--- src/source/difReadout_defs.svh ---
`ifndef DIF_READOUT_DEFS_SVH
`define DIF_READOUT_DEFS_SVH

////////////////////////////////////////////////////////////////////////////
// readout path sizing
////////////////////////////////////////////////////////////////////////////

// number of front-end ASIC chains on the board
`define DIF_CHAIN_COUNT 4

// acquisition word width, two chain bytes
`define DIF_WORD_WIDTH 16

// default chain FIFO address width, 16 entries
`define DIF_FIFO_DEPTH_LOG2 4

`endif

--- src/source/acqPkg.sv ---
`include "difReadout_defs.svh"

package acqPkg;

  ////////////////////////////////////////////////////////////////////////////
  // acquisition side of the readout path
  ////////////////////////////////////////////////////////////////////////////

  // one word of the acquisition stream
  typedef struct packed {
    logic [`DIF_WORD_WIDTH-1:0] data;      // held until the next word
    logic                       enable;    // marks a new word, one cycle
  } AcqWord;

  // switcher states
  typedef enum logic [2:0] {
    Idle        = 3'd0,
    Wait        = 3'd1,                    // acquisition running
    FifoDetect  = 3'd2,                    // pick next non-empty FIFO
    FifoRead    = 3'd3,                    // read data on FIFO output
    FifoDataOut = 3'd4,                    // word on the output
    Done        = 3'd5
  } SwitchState;

  // index of a chain FIFO
  typedef logic [$clog2(`DIF_CHAIN_COUNT)-1:0] ChainIndex;

endpackage

--- src/source/chainPkg.sv ---
`include "difReadout_defs.svh"

package chainPkg;

  ////////////////////////////////////////////////////////////////////////////
  // chain side of the readout path
  ////////////////////////////////////////////////////////////////////////////

  // one byte as it leaves an ASIC chain
  typedef struct packed {
    logic [7:0] data;                      // readout byte
    logic       strobe;                    // byte valid this cycle
    logic       last;                      // final byte of the chain readout
  } ChainByte;

  // two bytes packed by the chain word packer
  typedef struct packed {
    logic [`DIF_WORD_WIDTH-1:0] data;      // first byte in the high half
    logic                       valid;     // one-cycle write strobe
  } ChainWord;

endpackage

--- src/source/chainDataFifo.sv ---
`include "difReadout_defs.svh"

module chainDataFifo #(
  parameter int DepthLog2 = `DIF_FIFO_DEPTH_LOG2
) (
  input  logic                       Clk,
  input  logic                       reset_n,
  input  chainPkg::ChainWord         WriteWord,
  input  logic                       ReadEnable,
  output logic [`DIF_WORD_WIDTH-1:0] ReadData,
  output logic                       Empty,
  output logic                       Overflow
);

  localparam logic [DepthLog2:0] FullCount = {1'b1, {DepthLog2{1'b0}}};

  logic [`DIF_WORD_WIDTH-1:0] mem [2**DepthLog2];
  logic [DepthLog2-1:0]       wrPtr;
  logic [DepthLog2-1:0]       rdPtr;
  logic [DepthLog2:0]         count;
  logic                       full;
  logic                       writeOk;
  logic                       readOk;

  assign full    = (count == FullCount);
  assign Empty   = (count == '0);
  assign writeOk = WriteWord.valid && !full;   // write to a full FIFO is lost
  assign readOk  = ReadEnable && !Empty;

  ////////////////////////////////////////////////////////////////////////////
  // pointers, occupancy and overflow
  ////////////////////////////////////////////////////////////////////////////

  always_ff @(posedge Clk or negedge reset_n) begin
    if (!reset_n) begin
      wrPtr    <= '0;
      rdPtr    <= '0;
      count    <= '0;
      Overflow <= 1'b0;
    end
    else begin
      if (writeOk) wrPtr <= wrPtr + 1'b1;     // wraps at depth
      if (readOk)  rdPtr <= rdPtr + 1'b1;
      case ({writeOk, readOk})
        2'b10:   count <= count + 1'b1;
        2'b01:   count <= count - 1'b1;
        default: count <= count;
      endcase
      if (WriteWord.valid && full) begin
        Overflow <= 1'b1;                     // sticky until reset
      end
    end
  end

  // storage and registered read port
  always_ff @(posedge Clk) begin
    if (writeOk) begin
      mem[wrPtr] <= WriteWord.data;
    end
    if (readOk) begin
      ReadData <= mem[rdPtr];                 // valid one cycle after strobe
    end
  end

endmodule

--- src/source/chainWordPacker.sv ---
`include "difReadout_defs.svh"

module chainWordPacker (
  input  logic                Clk,
  input  logic                reset_n,
  input  chainPkg::ChainByte  ByteIn,
  output chainPkg::ChainWord  WordOut
);

  logic [7:0]                 highByte;
  logic                       halfFull;
  logic                       wordValid;
  logic [`DIF_WORD_WIDTH-1:0] wordData;

  ////////////////////////////////////////////////////////////////////////////
  // pairing control
  ////////////////////////////////////////////////////////////////////////////

  // halfFull is set while an even-index byte waits for its partner
  always_ff @(posedge Clk or negedge reset_n) begin
    if (!reset_n) begin
      halfFull  <= 1'b0;
      wordValid <= 1'b0;
    end
    else begin
      wordValid <= 1'b0;                   // single-cycle pulse
      if (ByteIn.strobe) begin
        if (halfFull) begin
          wordValid <= 1'b1;               // second byte completes word
          halfFull  <= 1'b0;
        end
        else if (ByteIn.last) begin
          wordValid <= 1'b1;               // lone last byte, padded
        end
        else begin
          halfFull <= 1'b1;
        end
      end
    end
  end

  ////////////////////////////////////////////////////////////////////////////
  // byte holding and word assembly
  ////////////////////////////////////////////////////////////////////////////

  always_ff @(posedge Clk) begin
    if (ByteIn.strobe) begin
      if (!halfFull) begin
        highByte <= ByteIn.data;           // first byte of a pair
      end
      if (halfFull) begin
        wordData <= {highByte, ByteIn.data};
      end
      else begin
        wordData <= {ByteIn.data, 8'h00};  // only used when last is set
      end
    end
  end

  // word leaves as a struct towards the chain FIFO
  always_comb begin
    WordOut.data  = wordData;
    WordOut.valid = wordValid;
  end

endmodule

--- src/source/microrocDataSwitcher.sv ---
`include "difReadout_defs.svh"

module microrocDataSwitcher (
  input  logic                         Clk,
  input  logic                         reset_n,
  input  logic                         AcquisitionStart,
  input  logic                         EndReadout,
  input  logic [`DIF_WORD_WIDTH-1:0]   FifoData [`DIF_CHAIN_COUNT],
  input  logic [`DIF_CHAIN_COUNT-1:0]  FifoEmpty,
  output logic [`DIF_CHAIN_COUNT-1:0]  FifoReadEnable,
  output acqPkg::AcqWord               AcqData
);

  logic               endReadoutSync1;
  logic               endReadoutSync2;
  logic               endReadoutRise;
  acqPkg::SwitchState state;
  acqPkg::ChainIndex  chainSel;
  acqPkg::ChainIndex  pickIndex;
  logic               anyReady;

  ////////////////////////////////////////////////////////////////////////////
  // end of readout edge detect
  ////////////////////////////////////////////////////////////////////////////

  always_ff @(posedge Clk or negedge reset_n) begin
    if (!reset_n) begin
      endReadoutSync1 <= 1'b0;
      endReadoutSync2 <= 1'b0;
    end
    else begin
      endReadoutSync1 <= EndReadout;
      endReadoutSync2 <= endReadoutSync1;
    end
  end

  assign endReadoutRise = endReadoutSync1 & ~endReadoutSync2;

  ////////////////////////////////////////////////////////////////////////////
  // chain priority
  ////////////////////////////////////////////////////////////////////////////

  // scan from the top so the lowest non-empty chain wins
  always_comb begin
    anyReady  = 1'b0;
    pickIndex = '0;
    for (int i = `DIF_CHAIN_COUNT - 1; i >= 0; i--) begin
      if (!FifoEmpty[i]) begin
        anyReady  = 1'b1;
        pickIndex = acqPkg::ChainIndex'(i);
      end
    end
  end

  // strobe only while detecting, and only on a FIFO that holds data
  always_comb begin
    FifoReadEnable = '0;
    if (state == acqPkg::FifoDetect && anyReady) begin
      FifoReadEnable[pickIndex] = 1'b1;
    end
  end

  ////////////////////////////////////////////////////////////////////////////
  // acquisition FSM
  ////////////////////////////////////////////////////////////////////////////

  always_ff @(posedge Clk or negedge reset_n) begin
    if (!reset_n) begin
      state    <= acqPkg::Idle;
      chainSel <= '0;
      AcqData  <= '0;
    end
    else begin
      case (state)
        acqPkg::Idle: begin
          if (AcquisitionStart) state <= acqPkg::Wait;
        end
        acqPkg::Wait: begin
          if (!AcquisitionStart) begin
            state <= acqPkg::Done;          // abort, FIFOs keep their data
          end
          else if (endReadoutRise) begin
            state <= acqPkg::FifoDetect;
          end
        end
        acqPkg::FifoDetect: begin
          if (anyReady) begin
            chainSel <= pickIndex;         // remembered for the capture
            state    <= acqPkg::FifoRead;
          end
          else begin
            state <= acqPkg::Wait;         // all drained
          end
        end
        acqPkg::FifoRead: begin
          AcqData.data   <= FifoData[chainSel];
          AcqData.enable <= 1'b1;
          state          <= acqPkg::FifoDataOut;
        end
        acqPkg::FifoDataOut: begin
          AcqData.enable <= 1'b0;          // enable lasts this state only
          state          <= acqPkg::FifoDetect;
        end
        acqPkg::Done: begin
          state <= acqPkg::Idle;
        end
        default: begin
          state <= acqPkg::Idle;
        end
      endcase
    end
  end

endmodule

--- src/source/microrocReadoutTop.sv ---
`include "difReadout_defs.svh"

module microrocReadoutTop (
  input  logic                        Clk,
  input  logic                        reset_n,
  input  logic                        AcquisitionStart,
  input  logic                        EndReadout,
  input  chainPkg::ChainByte          ChainBytes [`DIF_CHAIN_COUNT],
  output acqPkg::AcqWord              AcqData,
  output logic [`DIF_CHAIN_COUNT-1:0] ChainOverflow
);

  chainPkg::ChainWord          chainWords [`DIF_CHAIN_COUNT];
  logic [`DIF_WORD_WIDTH-1:0]  fifoData   [`DIF_CHAIN_COUNT];
  logic [`DIF_CHAIN_COUNT-1:0] fifoEmpty;
  logic [`DIF_CHAIN_COUNT-1:0] fifoReadEnable;

  ////////////////////////////////////////////////////////////////////////////
  // one packer and one FIFO per chain
  ////////////////////////////////////////////////////////////////////////////

  for (genvar chain = 0; chain < `DIF_CHAIN_COUNT; chain++) begin : gChain

    chainWordPacker packer (
      .Clk     (Clk),
      .reset_n (reset_n),
      .ByteIn  (ChainBytes[chain]),
      .WordOut (chainWords[chain])
    );

    // packer valid is the write strobe
    chainDataFifo #(
      .DepthLog2 (`DIF_FIFO_DEPTH_LOG2)
    ) fifo (
      .Clk        (Clk),
      .reset_n    (reset_n),
      .WriteWord  (chainWords[chain]),
      .ReadEnable (fifoReadEnable[chain]),
      .ReadData   (fifoData[chain]),
      .Empty      (fifoEmpty[chain]),
      .Overflow   (ChainOverflow[chain])   // sticky per chain
    );

  end

  ////////////////////////////////////////////////////////////////////////////
  // drain onto the acquisition stream
  ////////////////////////////////////////////////////////////////////////////

  microrocDataSwitcher switcher (
    .Clk              (Clk),
    .reset_n          (reset_n),
    .AcquisitionStart (AcquisitionStart),
    .EndReadout       (EndReadout),
    .FifoData         (fifoData),
    .FifoEmpty        (fifoEmpty),
    .FifoReadEnable   (fifoReadEnable),
    .AcqData          (AcqData)
  );

endmodule

--- config.mk ---
export PLATFORM = sky130hd
export DESIGN_NAME = microrocReadoutTop
export DESIGN_NICKNAME = d
export VERILOG_FILES = /design/src/source/acqPkg.sv /design/src/source/chainPkg.sv /design/src/source/chainDataFifo.sv /design/src/source/chainWordPacker.sv /design/src/source/microrocDataSwitcher.sv /design/src/source/microrocReadoutTop.sv
export VERILOG_INCLUDE_DIRS = /design/src /design/src/source
export SDC_FILE = /design/constraint.sdc
export NUM_CORES = 1
export LEC_CHECK = 0
export BUFFER_PORTS_ARGS = -buffer_cell sky130_fd_sc_hd__clkbuf_2
export CORE_ASPECT_RATIO = 1.25
export CORE_UTILIZATION = 50
export DETAILED_ROUTE_END_ITERATION = 10
export GPL_TIMING_DRIVEN = 1
export PLACE_DENSITY = 0.69
export SKIP_LAST_GASP = 1
export SYNTH_ARGS = -nofsm -noshare
export SYNTH_HDL_FRONTEND = slang
export SYNTH_SLANG_ARGS = --single-unit
--- constraint.sdc ---
create_clock -name Clk -period 6.3 [get_ports Clk]
set_input_delay 1.26 -clock Clk [delete_from_list [all_inputs] [get_ports Clk]]
set_output_delay 1.26 -clock Clk [all_outputs]
set_load 0.02 [all_outputs]
==> results of run 1 <==
==> per-stage QoR <==
| step | std cells | setup slack, ns | hold slack [ns] | area [sq um] |
|---|---|---|---|---|
| 3_3_place_gp | 3704 | 2.572 | 0.3702 | 51340 |
| 2_1_floorplan | 2377 | 1.787 | 0.3540 | 49250 |
| 5_1_grt | 3920 | 2.130 | 0.4241 | 55350 |
| 4_1_cts | 3920 | 2.385 | 0.4115 | 55350 |
| 6_report | 3920 | 2.329 | 0.4089 | 55350 |
| 3_5_place_dp | 3704 | 2.384 | 0.3921 | 51340 |
==> final cells by class <==
type / count / area (sq um)
fill: 7022 / 42190
sequential: 1272 / 37770
multi-input combinational: 957 / 10900
clock buffer: 133 / 3050
tap: 1300 / 1627
clock inverter: 83 / 957.2
timing repair buffer: 145 / 930.9
inverter: 30 / 112.6
==> worst max-delay path by stage <==
stage / start / end / slack (ns)
6_report: gChain[0].fifo.count[1] / gChain[1].fifo.count[4] / 2.33
5_1_grt: gChain[1].fifo.count[1] / gChain[2].fifo.count[4] / 2.13
4_1_cts: gChain[0].fifo.count[1] / gChain[1].fifo.count[4] / 2.38
3_5_place_dp: gChain[0].fifo.count[1] / gChain[1].fifo.count[4] / 2.38
3_3_place_gp: gChain[0].fifo.count[1] / gChain[1].fifo.count[4] / 2.57
2_1_floorplan: gChain[0].fifo.count[1] / gChain[3].fifo.count[4] / 1.79
==> layer usage <==
| layer | global-route usage | vias to the layer above | routed length, um |
|---|---|---|---|
| met3 | 0.03434 | 157 | 6418 |
| met5 | 0 | - | 0 |
| met2 | 0.3613 | 755 | 53490 |
| met1 | 0.2921 | 12298 | 42250 |
| li1 | - | 9953 | - |
| met4 | 0.06249 | 0 | 2341 |
==> logic make-up after synthesis <==
family,share of synthesized area
multiplexers,0.1495
flip-flops,0.7666
adder cells (fa/ha/maj),0.01077
XOR/XNOR,0.007113
buffers and inverters,0.01479
AO/OA/AOI/OAI,0.02693
AND/OR/NAND/NOR,0.02434
==> placed cells by master, fill, tap and decap left out, drive strengths merged <==
master	n
edfxtp	1184
mux4	240
clkbuf	196
mux2i	101
dfrtp	88
o21ai	88
mux2	84
buf	82
nand2	77
nor2	52
clkinv	46
a21oi	45
inv	37
ha	36
and2	34
a221oi	32
a22oi	32
xnor2	28
bufinv	19
nor3	18
nand2b	14
nor2b	14
xor2	12
clkinvlp	11
nand3	6
nand4	6
nor4	6
o21a	5
a21boi	5
a21o	4
or3b	4
a31o	4
fa	4
and2b	2
nor3b	1
nand3b	1
and4	1
or3	1
==> power groups by stage <==
stage / Combinational, uW / Clock (uW) / Sequential, uW
finish: 3600 / 7360 / 10900
detailed placement: 3630 / 0 / 11100
global route: 3870 / 7770 / 11000
global placement: 3520 / 0 / 11000
CTS: 3650 / 7470 / 10900
floorplan: 2840 / 0 / 10600
==> registers in the layout, indices dropped and copies added (netlist names) <==
register	count
switcher.endReadoutSync2	1
gChain.packer.highByte	32
gChain.packer.wordData	64
gChain.fifo.wrPtr	16
gChain.fifo.mem	1024
switcher.chainSel	2
switcher.state	3
gChain.fifo.Overflow	4
gChain.packer.halfFull	4
switcher.AcqData	17
gChain.fifo.count	20
switcher.endReadoutSync1	1
gChain.fifo.rdPtr	16
gChain.fifo.ReadData	64
gChain.packer.wordValid	4
==> synthesized netlist by cell type (all sizes together) <==
master	count	area, sq um
edfxtp	1184	35550
mux4	240	5405
mux2i	101	1011
dfrtp	88	2202
o21ai	88	440.4
mux2	84	945.9
nand2	77	289.0
buf	70	432.9
nor2	52	197.7
clkbuf	48	182.7
a21oi	45	225.2
ha	36	450.4
and2	34	212.7
a221oi	32	280.3
a22oi	32	240.2
inv	30	112.6
xnor2	28	245.2
nor3	18	90.09
nand2b	14	87.58
nor2b	14	87.58
xor2	12	105.1
nand3	6	30.03
nand4	6	37.54
nor4	6	71.32
a21boi	5	37.54
o21a	5	37.54
a21o	4	30.03
a31o	4	35.03
fa	4	80.08
or3b	4	35.03
and2b	2	15.01
and4	1	8.760
nand3b	1	11.26
nor3b	1	18.77
or3	1	6.260
==> summary.md, run 1 <==
| Metric | Value |
|---|---|
| Bufs and invs on worst path | 1 |
| RePlAce Congestion | 0.7997 |
| Final min period | 3.971 ns |
| RSZ-0062 raised after global routing | no |
| Vias per cell | 5.909 |
| Worst-Margin Slew | 1.198 ns |
| Worst Setup End Kind | register |
| Unique masters post-synth | 46 |
| Max_cap viols | 0 |
| Int Power | 16060 uW |
| DIE AREA | 99770 sq um |
| Drt first-iter violations | 2267 |
| Global-route wire length before repair | 156600 um |
| Crit path required time | 6.91 ns |
| Outcome | completed |
| Pwr per Cell Area | 395.5 nW/um^2 |
| Setup Fix Bufs, Post-CTS | 0 |
| Port bufs | 64 |
| Area Growth Syn to Fin | 12.38% |
| TritonCTS clock tree | done |
| Die width | 282.7 um |
| Clk buf depth | 3 |
| HP Start | switcher.endReadoutSync1 |
| Core area | 97530 sq um |
| Register-to-Register Path Depth | 11 |
| Sequential power share | 0.499 |
| Yosys reg bits | 1272 |
| Sequential share of the synthesized area | 0.7666 |
| Net Sw Power | 5831 uW |
| Initial antenna violation count | 0 |
| Fin. max-slew vios | 0 |
| Worst-path fanout max | 21 |
| Leakage | 0.01796 uW |
| Later-pin clock latency in the skew report | 0.72 ns |
| FP Rows | 128 |
| Critical-path cell list | nor4_2, nand3b_2, nor2_2, ha_1, inv_1, fa_1, nor2b_1, o21ai_1, nand3_1, or3b_1, xnor2_1 |
| Worst path max stage delay | 0.95 ns |
| Htree depth | 3 |
| Fin util | 0.5675 |
| Syn Inst Count | 2377 |
| Routed Antenna Nets | 0 |
| Total track usage | 0.2155 |
| Diode count | 0 |
| Slew headroom | 0.2007 |
| Clock sink count | 1272 |
| Hold Vio Cnt, Final | 0 |
| Resize count post-CTS | 0 |
| Reg2reg start | gChain[0].fifo.count[1] |
| Worst min path class | register to register |
| CP top delay family | simple AND/OR/NAND/NOR gates |
| DIE HEIGHT | 352.9 um |
| Arrival @ worst endpoint | 4.58 ns |
| Vias in the first global route | 24.17k |
| Layout cell share with drive strength beyond 1 | 0.2611 |
| CTS Root Cell | clkbuf_16 |
| # setup viols final | 0 |
| Synth Warn # | 0 |
| Logic pwr share | 0.164 |
| CP max-delay cell | nor2_2 |
| Final period utilization | 0.6303 |
| Reg-to-Reg End | gChain[1].fifo.count[4] |
| Hold path cells | 0 |
| Critical path depth | 11 |
| Crit path kind | register to register |
| Routed WL | 104500 um |
| Initial DRT Pass Iterations | 5 |
| Clk network pwr share | 0.336 |
| CTS Hold Bufs | 0 |
| Post-Syn Area per Cell | 20.72 sq um |
| Mapped cell area | 49250 sq um |
| Fmax | 251.8 MHz |
| Post-synthesis net count | 2461 |
| Worst Hold Endpoint | switcher.endReadoutSync2 |
| # nets final | 2607 |
| Largest net degree at the start of global routing | 68 |
| CP Launch Type | register |
| TNS Setup | 0 ns |
| Routed WL per cell | 26.66 um |
| Clk_skew | 0.03161 ns |
| Hpwl dp | 63020 um |
| Clock slew at reported path FFs | 0.07 ns |
| TritonCTS Buffers | 117 |
| Worst vdd ir | 0.3065 mV |
| Vias | 23.16k |
| GRT overflow | 0 |
| Final Power | 21890 uW |
| DRC violations left | 0 |
| Starting density of the core | 0.5050 |
| R2R Setup Slk | 2.33 ns |
| Num ports | 65 |
| Switching part of the total | 0.2664 |
Power figures use the tool's default switching activity.
==> inputs of run 2 (changes only) <==
ABC_AREA = 1   (was default)
clock period = 3.8 ns   (was 6.3 ns; I/O delays follow)
==> summary.md, run 2 <==
| Metric | Value |
|---|---|
| Outcome | completed |
| Setup Fix Bufs, Post-CTS | 0 |
| Largest net degree at the start of global routing | 149 |
| GRT overflow | 0 |
| Routed WL per cell | 22.23 um |
| Post-place setup slack | 1.073 ns |
| Total placed cells including tap cells | 5172 |
| Drt first-iter violations | 3164 |
| TNS Setup | 0 ns |
| Clk buf depth | 3 |
| Final min period | 2.755 ns |
| Core area | 99430 sq um |
| Worst vdd ir | 0.4121 mV |
| Final Power | 35510 uW |
| Leakage | 0.01974 uW |
| Synth Warn # | 0 |
| Critical-path cell list | nor3_4, nand2_1, inv_1, buf_4, ha_1, inv_1, fa_1, inv_1, a21oi_1, o21bai_1, xor2_1, nand2_1, o21ai_0 |
| Worst Setup End Kind | register |
| Wl on met1 | 48840 um |
| # setup viols final | 0 |
| RePlAce Congestion | 0.8296 |
| Sequential share of the synthesized area | 0.7483 |
| Vias | 31.05k |
| Final std cells w/o fill | 5387 |
| Yosys reg bits | 1272 |
| Clock slew at reported path FFs | 0.07 ns |
| Worst min path class | input port to asynchronous set/reset pin |
| Crit path required time | 4.44 ns |
| Slew headroom | 0.3553 |
| TritonCTS Buffers | 114 |
| TritonCTS clock tree | done |
| Routed WL | 119800 um |
| Final period utilization | 0.7249 |
| Post-Syn Area per Cell | 12.91 sq um |
| Starting density of the core | 0.5075 |
| Fin. max-slew vios | 0 |
| Async S/R FF share, synth | 0.06918 |
| Vias per cell | 5.763 |
| Top-count cell post-synth | edfxtp_1 |
| Synth area leader | edfxtp_1 |
| Crit path kind | register to register |
| CTS Hold Bufs | 0 |
| Post-synthesis net count | 3991 |
| Unique masters post-synth | 35 |
| CP max-delay cell | dfrtp_1 |
| CP top delay family | adder cells |
| Number of flip-flops in the largest register | 1024 |
| Fin util | 0.5659 |
| Post-synth EDFFs | 1184 |
| Pwr per Cell Area | 631.1 nW/um^2 |
| Htree depth | 3 |
| WL met3 | 9006 um |
| Port bufs | 64 |
| Hpwl dp | 69560 um |
| Synth top area cells | edfxtp_1 70%, nor2_1 4.9%, o21ai_0 4.7% |
| FP Rows | 129 |
| Diode count | 0 |
| Num ports | 65 |
| Fmax | 363.0 MHz |
| DIE AREA | 102200 sq um |
| Resize count post-CTS | 0 |
| Commonest non-fill, non-tap cell in the layout | edfxtp_1 |
| # nets final | 4062 |
| Layout cell share with drive strength beyond 1 | 0.1104 |
| Post-synth top area share | 0.7046 |
| Initial antenna violation count | 4 |
| Bufs and invs on worst path | 4 |
| Clock sink count | 1272 |
| DRC violations left | 0 |
| Total track usage | 0.2363 |
| Final WS setup | 1.045 ns |
| Vias in the first global route | 30.17k |
| Die width | 286.1 um |
| Synth cell count leaders | 1184 x edfxtp_1, 658 x nor2_1, 480 x nand2_1, 478 x o21ai_0, 168 x nand3_1 |
| WL met2 | 57310 um |
| Routed Antenna Nets | 0 |
| Most frequent cells in the layout | 1184 x edfxtp_1, 597 x nor2_1, 480 x nand2_1, 478 x o21ai_0, 168 x nand3_1 |
| Max_cap viols | 0 |
| CP Launch Type | register |
| Largest regs | gChain.fifo.mem x1024, gChain.fifo.ReadData x64, gChain.packer.wordData x64 |
| Worst path max stage delay | 0.44 ns |
| Synth Flop Type | edfxtp_1 |
| Syn Inst Count | 3907 |
| Clk_skew | 0.01986 ns |
| Mapped cell area | 50460 sq um |
| Arrival @ worst endpoint | 3.39 ns |
| Area Growth Syn to Fin | 11.51% |
| CP dominant cell by count | inv_1 |
| Highest routed layer | met5 |
| Initial DRT Pass Iterations | 5 |
| RSZ-0062 raised after global routing | no |
| CTS Root Cell | clkbuf_16 |
| Later-pin clock latency in the skew report | 0.71 ns |
| Most flop-heavy register | gChain.fifo.mem |
| Global-route wire length before repair | 182000 um |
| Hold Vio Cnt, Final | 0 |
| Worst-path fanout max | 21 |
| Worst-Margin Slew | 0.9670 ns |
| DIE HEIGHT | 357.2 um |
[run 2: cell types whose count changed after synthesis, moves of 101 or more]
cell      previous run  this run
nor2_1              51       658
nand2_1             77       480
o21ai_0             80       478
mux4_2             240         0
nand3_1              6       168
inv_1               29       147
o211ai_1             0       106
mux2i_1            101         0
[run 2: through the flow]
step                instance area [sq um]  hold slack (ns)
floorplan                           50460           0.3537
global placement                    52440           0.3687
detailed placement                  52440           0.3777
CTS                                 56260           0.1071
global route                        56260           0.1551
finish                              56260           0.1005
[run 2: where the power goes]
group / total [uW] / internal, uW / switching (uW) / leakage (uW)
Clock: 11700 / 6640 / 5050 / 0.00186
Sequential: 17700 / 16800 / 872 / 0.0119
Combinational: 6110 / 1710 / 4410 / 0.00601
Total: 35500 / 25200 / 10300 / 0.0197
[run 2: logic make-up after synthesis]
| logic type | Yosys count | synth area share |
|---|---|---|
| buffers and inverters | 383 | 0.03328 |
| and+or+nand+nor | 1372 | 0.1103 |
| adders and majority gates | 40 | 0.01051 |
| AOI/OAI and AO/OA | 807 | 0.09192 |
| DFF | 1272 | 0.7483 |
| xor gates and xnor gates | 33 | 0.005728 |
[run 2: per-layer routing]
metal | track usage | vias to the layer above
li1 | - | 14244
met1 | 0.3229 | 15263
met2 | 0.3792 | 1280
met3 | 0.03335 | 254
met4 | 0.1055 | 4
met5 | 0 | -
[run 2: final cells by class]
| class | instances | area (sq um) |
|---|---|---|
| clock buffer | 147 | 3129 |
| clock inverter | 68 | 691.9 |
| fill | 7875 | 43160 |
| inverter | 162 | 613.1 |
| multi-input combinational | 2252 | 11180 |
| sequential | 1272 | 37780 |
| tap | 1310 | 1639 |
| timing repair buffer | 176 | 1239 |
[run 2: worst paths after layout]
path | from | end | slack, ns | cells past startpoint
hold reg to reg | switcher.endReadoutSync1 | switcher.endReadoutSync2 | 0.39 | 0
max in group asynchronous | reset_n | gChain[2].fifo.rdPtr[1] | 2.94 | 2
setup reg to reg | switcher.state[2] | gChain[0].fifo.count[4] | 1.05 | 13
min in group Clk | EndReadout | switcher.endReadoutSync1 | 0.23 | 1
setup / recovery | switcher.state[2] | gChain[0].fifo.count[4] | 1.05 | 13
hold / removal | reset_n | gChain[1].packer.halfFull | 0.10 | 1
